### src/verilog/cnn_pkg.sv
`default_nettype none

package cnn_pkg;

	// ----------------------------------------
	// widths
	// ----------------------------------------
	localparam int WORD_W    = 32;  // data / weight / output word
	localparam int HALF_W    = 16;  // one signed element, one lane result
	localparam int ACC_W     = 40;  // mac accumulator
	localparam int FRAC_BITS = 8;   // fixed point fraction of a conv result
	localparam int OP_NUM_W  = 16;  // word pairs per output
	localparam int OUT_CNT_W = 16;  // outputs per operation

	// saturation limits of a lane result
	localparam int HALF_MAX = (2 ** (HALF_W - 1)) - 1;
	localparam int HALF_MIN = -(2 ** (HALF_W - 1));

	// ----------------------------------------
	// operation descriptor
	// ----------------------------------------
	typedef enum logic [1:0] {
		OP_CONV    = 2'd0,  // 3x3 or 1x1 conv by multiply-accumulate
		OP_MAXPOOL = 2'd1   // max over data halves
	} op_type_e;

	typedef struct packed {
		op_type_e               op_type;
		logic [OP_NUM_W-1:0]    op_num;     // >= 1
		logic [OUT_CNT_W-1:0]   out_count;  // >= 1
	} op_desc_t;

	// ----------------------------------------
	// streams
	// ----------------------------------------
	// each word carries two signed halves with element 0 in the low half
	typedef struct packed {
		logic [WORD_W-1:0] data;
		logic [WORD_W-1:0] weight;
	} lane_in_t;

	// lane1 in the upper half
	typedef struct packed {
		logic signed [HALF_W-1:0] lane1;
		logic signed [HALF_W-1:0] lane0;
	} result_t;

endpackage

`default_nettype wire

### src/verilog/cmd_ctrl.sv
`timescale 1ns/1ps
`default_nettype none

module cmd_ctrl import cnn_pkg::*; (
	input  wire                 i_clk,
	input  wire                 i_rst,

	// descriptor in
	input  op_desc_t            i_cmd,
	input  wire                 i_cmd_valid,
	output logic                o_cmd_ready,

	// one pulse per output word leaving the core
	input  wire                 i_out_fire,

	// to both lanes
	output op_desc_t            o_op,
	output logic                o_busy,
	output logic                o_done     // completion pulse
);

	op_desc_t               op_q;
	logic                   busy_q;
	logic                   done_q;
	logic [OUT_CNT_W-1:0]   out_cnt_q;     // outputs sent so far

	logic                   cmd_fire;
	logic                   last_out;

	assign o_cmd_ready = ~busy_q;          // one op at a time
	assign cmd_fire    = i_cmd_valid & o_cmd_ready;
	assign last_out    = i_out_fire & (out_cnt_q == op_q.out_count - 1'b1);

	// ----------------------------------------
	// descriptor register
	// ----------------------------------------
	always_ff @(posedge i_clk) begin
		if (cmd_fire) begin
			op_q <= i_cmd;
		end
	end

	// ----------------------------------------
	// busy / output count / done
	// ----------------------------------------
	always_ff @(posedge i_clk) begin
		if (i_rst) begin
			busy_q    <= 1'b0;
			done_q    <= 1'b0;
			out_cnt_q <= '0;
		end else begin
			done_q <= 1'b0;                    // single cycle pulse
			if (cmd_fire) begin
				busy_q    <= 1'b1;
				out_cnt_q <= '0;
			end else if (busy_q && i_out_fire) begin
				if (last_out) begin
					busy_q    <= 1'b0;         // ready for next command
					done_q    <= 1'b1;
					out_cnt_q <= '0;
				end else begin
					out_cnt_q <= out_cnt_q + 1'b1;
				end
			end
		end
	end

	assign o_op   = op_q;
	assign o_busy = busy_q;
	assign o_done = done_q;

endmodule

`default_nettype wire

### src/verilog/lane_unit.sv
`timescale 1ns/1ps
`default_nettype none

module lane_unit import cnn_pkg::*; (
	input  wire                         i_clk,
	input  wire                         i_rst,

	// operation from the controller
	input  op_desc_t                    i_op,
	input  wire                         i_busy,

	// data/weight pair stream
	input  lane_in_t                    i_in,
	input  wire                         i_in_valid,
	output logic                        o_in_ready,

	// result to the merger
	output logic signed [HALF_W-1:0]    o_res,
	output logic                        o_res_valid,
	input  wire                         i_res_take
);

	// clamp a wide value into the signed half range
	function automatic logic signed [HALF_W-1:0] sat_half(input logic signed [ACC_W-1:0] v);
		logic signed [HALF_W-1:0] r;
		if (v > HALF_MAX) begin
			r = HALF_W'(HALF_MAX);
		end else if (v < HALF_MIN) begin
			r = HALF_W'(HALF_MIN);
		end else begin
			r = v[HALF_W-1:0];
		end
		return r;
	endfunction

	logic [OP_NUM_W-1:0]        pair_cnt_q;
	logic signed [ACC_W-1:0]    acc_q;         // running sum or running max
	logic signed [HALF_W-1:0]   res_q;
	logic                       res_valid_q;

	logic                       in_fire;
	logic                       first_pair;
	logic                       last_pair;

	logic signed [HALF_W-1:0]   d0, d1, w0, w1;
	logic signed [ACC_W-1:0]    prod0, prod1;
	logic signed [ACC_W-1:0]    d0_ext, d1_ext;
	logic signed [ACC_W-1:0]    mac_next;
	logic signed [ACC_W-1:0]    max_base, max_pair, max_next;
	logic signed [ACC_W-1:0]    acc_next;
	logic signed [HALF_W-1:0]   res_next;

	// ----------------------------------------
	// handshake
	// ----------------------------------------
	assign o_in_ready = i_busy & (~res_valid_q | i_res_take);  // full result stalls input
	assign in_fire    = i_in_valid & o_in_ready;
	assign first_pair = (pair_cnt_q == '0);
	assign last_pair  = (pair_cnt_q == i_op.op_num - 1'b1);

	// ----------------------------------------
	// datapath
	// ----------------------------------------
	assign d0 = i_in.data[HALF_W-1:0];
	assign d1 = i_in.data[WORD_W-1:HALF_W];
	assign w0 = i_in.weight[HALF_W-1:0];
	assign w1 = i_in.weight[WORD_W-1:HALF_W];

	assign prod0    = d0 * w0;
	assign prod1    = d1 * w1;
	assign mac_next = (first_pair ? '0 : acc_q) + prod0 + prod1;

	// pooling ignores the weights
	assign d0_ext   = d0;
	assign d1_ext   = d1;
	assign max_base = first_pair ? ACC_W'(HALF_MIN) : acc_q;
	assign max_pair = (d0_ext > d1_ext) ? d0_ext : d1_ext;
	assign max_next = (max_pair > max_base) ? max_pair : max_base;

	assign acc_next = (i_op.op_type == OP_MAXPOOL) ? max_next : mac_next;
	assign res_next = (i_op.op_type == OP_MAXPOOL) ? sat_half(acc_next)
	                                               : sat_half(acc_next >>> FRAC_BITS);

	always_ff @(posedge i_clk) begin
		if (in_fire) begin
			acc_q <= acc_next;
			if (last_pair) begin
				res_q <= res_next;         // final value of this output
			end
		end
	end

	// ----------------------------------------
	// control
	// ----------------------------------------
	always_ff @(posedge i_clk) begin
		if (i_rst) begin
			pair_cnt_q  <= '0;
			res_valid_q <= 1'b0;
		end else begin
			if (!i_busy) begin
				pair_cnt_q <= '0;
			end else if (in_fire) begin
				pair_cnt_q <= last_pair ? '0 : pair_cnt_q + 1'b1;  // restart per output
			end

			if (in_fire && last_pair) begin
				res_valid_q <= 1'b1;
			end else if (i_res_take) begin
				res_valid_q <= 1'b0;
			end
		end
	end

	assign o_res       = res_q;
	assign o_res_valid = res_valid_q;

endmodule

`default_nettype wire

### src/verilog/result_merge.sv
`timescale 1ns/1ps
`default_nettype none

module result_merge import cnn_pkg::*; (
	input  wire                         i_clk,
	input  wire                         i_rst,

	// lane results
	input  wire signed [HALF_W-1:0]     i_res0,
	input  wire                         i_res0_valid,
	input  wire signed [HALF_W-1:0]     i_res1,
	input  wire                         i_res1_valid,
	output logic                        o_take,        // both lanes at once

	// output stream
	output result_t                     o_result,
	output logic                        o_result_valid,
	input  wire                         i_result_ready,

	// to the controller
	output logic                        o_out_fire
);

	result_t    result_q;
	logic       valid_q;

	logic       out_fire;
	logic       can_load;
	logic       take;

	assign out_fire = valid_q & i_result_ready;
	assign can_load = ~valid_q | i_result_ready;   // empty or draining this cycle
	assign take     = i_res0_valid & i_res1_valid & can_load;

	// ----------------------------------------
	// output holding register
	// ----------------------------------------
	always_ff @(posedge i_clk) begin
		if (take) begin
			result_q.lane0 <= i_res0;
			result_q.lane1 <= i_res1;
		end
	end

	always_ff @(posedge i_clk) begin
		if (i_rst) begin
			valid_q <= 1'b0;
		end else if (take) begin
			valid_q <= 1'b1;
		end else if (out_fire) begin
			valid_q <= 1'b0;
		end
	end

	assign o_take         = take;
	assign o_result       = result_q;
	assign o_result_valid = valid_q;
	assign o_out_fire     = out_fire;

endmodule

`default_nettype wire

### src/verilog/squeeze_core.sv
`timescale 1ns/1ps
`default_nettype none

module squeeze_core import cnn_pkg::*; (
	input  wire             okClk,
	input  wire             i_rst,

	// command
	input  op_desc_t        i_cmd,
	input  wire             i_cmd_valid,
	output logic            o_cmd_ready,

	// lane 0 data/weight
	input  lane_in_t        i_lane0,
	input  wire             i_lane0_valid,
	output logic            o_lane0_ready,

	// lane 1 data/weight
	input  lane_in_t        i_lane1,
	input  wire             i_lane1_valid,
	output logic            o_lane1_ready,

	// packed results
	output result_t         o_result,
	output logic            o_result_valid,
	input  wire             i_result_ready,

	output logic            o_done
);

	op_desc_t                   op;
	logic                       busy;
	logic signed [HALF_W-1:0]   res0, res1;
	logic                       res0_valid, res1_valid;
	logic                       take;
	logic                       out_fire;

	// ----------------------------------------
	// command block
	// ----------------------------------------
	cmd_ctrl cmd_ctrl_inst (
		.i_clk          (okClk),
		.i_rst          (i_rst),
		.i_cmd          (i_cmd),
		.i_cmd_valid    (i_cmd_valid),
		.o_cmd_ready    (o_cmd_ready),
		.i_out_fire     (out_fire),
		.o_op           (op),
		.o_busy         (busy),
		.o_done         (o_done)
	);

	// ----------------------------------------
	// compute lanes
	// ----------------------------------------
	lane_unit lane0_inst (
		.i_clk          (okClk),
		.i_rst          (i_rst),
		.i_op           (op),
		.i_busy         (busy),
		.i_in           (i_lane0),
		.i_in_valid     (i_lane0_valid),
		.o_in_ready     (o_lane0_ready),
		.o_res          (res0),
		.o_res_valid    (res0_valid),
		.i_res_take     (take)         // shared strobe
	);

	lane_unit lane1_inst (
		.i_clk          (okClk),
		.i_rst          (i_rst),
		.i_op           (op),
		.i_busy         (busy),
		.i_in           (i_lane1),
		.i_in_valid     (i_lane1_valid),
		.o_in_ready     (o_lane1_ready),
		.o_res          (res1),
		.o_res_valid    (res1_valid),
		.i_res_take     (take)
	);

	// ----------------------------------------
	// result packing
	// ----------------------------------------
	result_merge result_merge_inst (
		.i_clk          (okClk),
		.i_rst          (i_rst),
		.i_res0         (res0),
		.i_res0_valid   (res0_valid),
		.i_res1         (res1),
		.i_res1_valid   (res1_valid),
		.o_take         (take),
		.o_result       (o_result),
		.o_result_valid (o_result_valid),
		.i_result_ready (i_result_ready),
		.o_out_fire     (out_fire)     // counted by cmd_ctrl
	);

endmodule

`default_nettype wire

### config.mk
export PLATFORM = sky130hd
export DESIGN_NAME = squeeze_core
export DESIGN_NICKNAME = d
export VERILOG_FILES = /design/src/verilog/cnn_pkg.sv /design/src/verilog/cmd_ctrl.sv /design/src/verilog/lane_unit.sv /design/src/verilog/result_merge.sv /design/src/verilog/squeeze_core.sv
export SDC_FILE = /design/constraint.sdc
export NUM_CORES = 2
export LEC_CHECK = 0
export BUFFER_PORTS_ARGS = -buffer_cell sky130_fd_sc_hd__buf_2
export CAP_MARGIN = 25
export CORE_UTILIZATION = 40
export DETAILED_ROUTE_END_ITERATION = 7
export HOLD_SLACK_MARGIN = 0.08
export PLACE_DENSITY = 0.54
export SLEW_MARGIN = 20
export SYNTH_ARGS = -nofsm -noshare
export SYNTH_HDL_FRONTEND = slang
export SYNTH_SLANG_ARGS = --single-unit
### constraint.sdc
create_clock -name okClk -period 13.8 [get_ports okClk]
set_input_delay 2.76 -clock okClk [delete_from_list [all_inputs] [get_ports okClk]]
set_output_delay 2.76 -clock okClk [all_outputs]
set_load 0.05 [all_outputs]
==> metrics <==
outcome=finished clean; Final Wtd Congestion=0.889; Worst Path Required=14.08 ns; vias per cell=5.16; router iterations before antenna repair=8; Layout fillers=14687; most used cell, CP=fa_1; net count after synthesis=8470; area delta synth->final=7.20%; MaxCap Viol Count=0; Avg Cell Area, Syn=8.95 um^2; top cells by area, synth=fa_1 38%, ha_1 11%, edfxtp_1 9.0%, inv_1 8.8%, and2_1 5.2%; Most Crowded Layer GR=met2; Hold Vio Cnt, Final=0; Buf+Inv Stages, Crit Path=6; vias in the first global route=47715; fraction of the mapped netlist area in adder cells=48.9%; Die Y-Extent=388 um; total number of vias=44884; post-route ant nets=0; root buf cell=clkbuf_16; Core ar.=148000 um^2; HP Class=register to register; sequential fraction of the synthesis area=10.8%; worst skew pair latency=0.58 ns; leading area contributor after synthesis=fa_1; most frequent cells after synthesis=1400 x inv_1, 1128 x fa_1, 803 x nand2_1, 523 x ha_1, 492 x and2_1; pin count of the biggest net entering global routing=64; crit-path max cell delay=0.56 ns; clock sinks=231; num rows=141; Iter 0 DRT Violations=2791; post-synthesis simple-gate area fraction=16.3%; CTS tree=yes; number of synthesized flops with an enable pin=178; H-tree levels=1; register bit total from synthesis=231; final setup violation count=0; IO Pins=205; post-synthesis xor/xnor area fraction=4.53%; Post-synth top flop=edfxtp_1; CTS Buf Count=31; Cells after Synth=6651; GRT Total Usage=22.2%; register area=6410 um^2; highest net fanout along the worst path=15; met3 usage=4.12%; fmax=75.8 MHz; Mapped Area=59500 um^2; initial antenna violation count=5; largest family of logic cells by synthesized area=adder cells; Setup Skew=0.00972 ns; Slowest-stage cell, CP=fa_1; Top delay family on crit path=adder cells; nets=8563; met2 Resource Use GR=36.7%; synth unique cells=97; Crit. End Element=register; WP depth=42; M1 GR Usage=30.6%; worst r2r path cells=22; total wire length=163000 um; Routed WL per cell=18.7 um; RSZ-0062 raised after global routing=false; minimum clock period=13.19 ns; fin crit share=95.6%; hpwl dp=135000 um; PortBufs=204; Ys Warns=0; crit path DAT=13.47 ns; Die ar.=150000 um^2; setup_tns=0 ns; Crit Path Category=primary input to register; share of cells above drive strength 1=5.64%; asr flop ratio synth=0%; Die Wd=388 um; Hold Path Depth=0; max_slew headroom=30.9%; Worst-Margin Slew=1.04 ns; Synth Area in Compound Gates=9.06%; Yosys top cell area share=37.9%; clk buf depth=3; Multi-input gate area=47100 um^2; Hold Buf Count CTS=0; Slew Limit Fails=0; Initial Util=40.3%; first-pass GRT wire length=265000 um; top-count cell post-synth=inv_1; grt ovf=0; Clock Pin Slew Worst Setup and Hold Paths=0.06 ns; # DRC=0; CP startpoint kind=primary input; post-synthesis mux area share=0.210%
routing by layer:
layer,vias to the layer above,share of wire (%)
li1,20926,-
met1,22716,45
met2,1060,47
met3,180,6.5
met4,2,2.0
met5,-,0.0055
worst reg2reg max path, delay by kind of cell (launching register included):
kind | cells | cell delay [ns]
AO/OA/AOI/OAI | 9 | 2.96
adder cells (fa/ha/maj) | 4 | 1.18
buffers and inverters | 2 | 0.43
flip-flops | 1 | 0.39
multiplexers | 1 | 0.25
AND/OR/NAND/NOR | 6 | 1.88
area by class of cell:
cell class,count,share of cell area [%]
Antenna cell,3,0.0118
Clock buffer,38,1.26
Clock inverter,19,0.435
Inverter,1400,8.24
Multi-Input combinational cell,4811,73.8
Sequential cell,231,10.0
Tap cell,1930,3.78
Timing Repair Buffer,269,2.41
what timing repair did:
item | CTS | global route
gates resized for setup | 0 | 3
endpoints found under the setup margin | 0 | 13
buffers inserted | 0 | 0
cell families after synthesis:
family,Yosys count
mux,12
buf+inv,1609
simple gates,2008
flops,231
compound gates,836
xor+xnor,304
fa+ha+maj,1651
cells in the final DEF, fill, tap and decap left out, drive strengths merged, types with 38 or more instances in the layout:
cell,instances
nand2b,58
buf,269
edfxtp,178
xor2,124
ha,523
a21o,92
nor2,313
nand4,56
xnor2,178
nor3,66
nand3,61
clkbuf,38
and2,494
o21a,45
dfxtp,53
a21oi,252
fa,1128
o21ai,216
inv,1400
nand2,803
state kept, by name, summed over array words and instances, names as in the netlist:
name and flops:
cmd_ctrl_inst.out_cnt_q 16, lane1_inst.o_res_valid 1, lane1_inst.pair_cnt_q 16, result_merge_inst.o_result 32, lane0_inst.pair_cnt_q 16, lane0_inst.o_res_valid 1
result_merge_inst.o_result_valid 1, cmd_ctrl_inst.o_busy 1, lane1_inst.acc_q 40, cmd_ctrl_inst.o_op 34, lane1_inst.o_res 16, lane0_inst.o_res 16
cmd_ctrl_inst.o_done 1, lane0_inst.acc_q 40
stage by stage:
step,instances,hold slack (ns),util [%],cell area (um^2),worst slack [ns]
floorplan,6651,0.400,-,59500,1.45
global placement,8639,0.410,42.4,62700,0.213
detailed placement,8640,0.405,42.4,62700,0.0242
CTS,8697,0.423,43.2,63800,0.553
global route,8698,0.426,43.2,63800,0.0782
finish,8701,0.420,43.2,63800,0.610
worst paths after layout:
path	startpoint	to	slack (ns)
setup reg to reg	lane1_inst.pair_cnt_q[0]	lane1_inst.o_res[0]	6.39
setup / recovery	i_lane1[38]	lane1_inst.o_res[0]	0.61
hold / removal	lane1_inst.o_res[1]	result_merge_inst.o_result[17]	0.42
hold reg to reg	lane1_inst.o_res[1]	result_merge_inst.o_result[17]	0.42
Power is left out: the tool's default activity adds up to more than one toggle a clock period on the data nets, which glitch-free logic cannot reach.
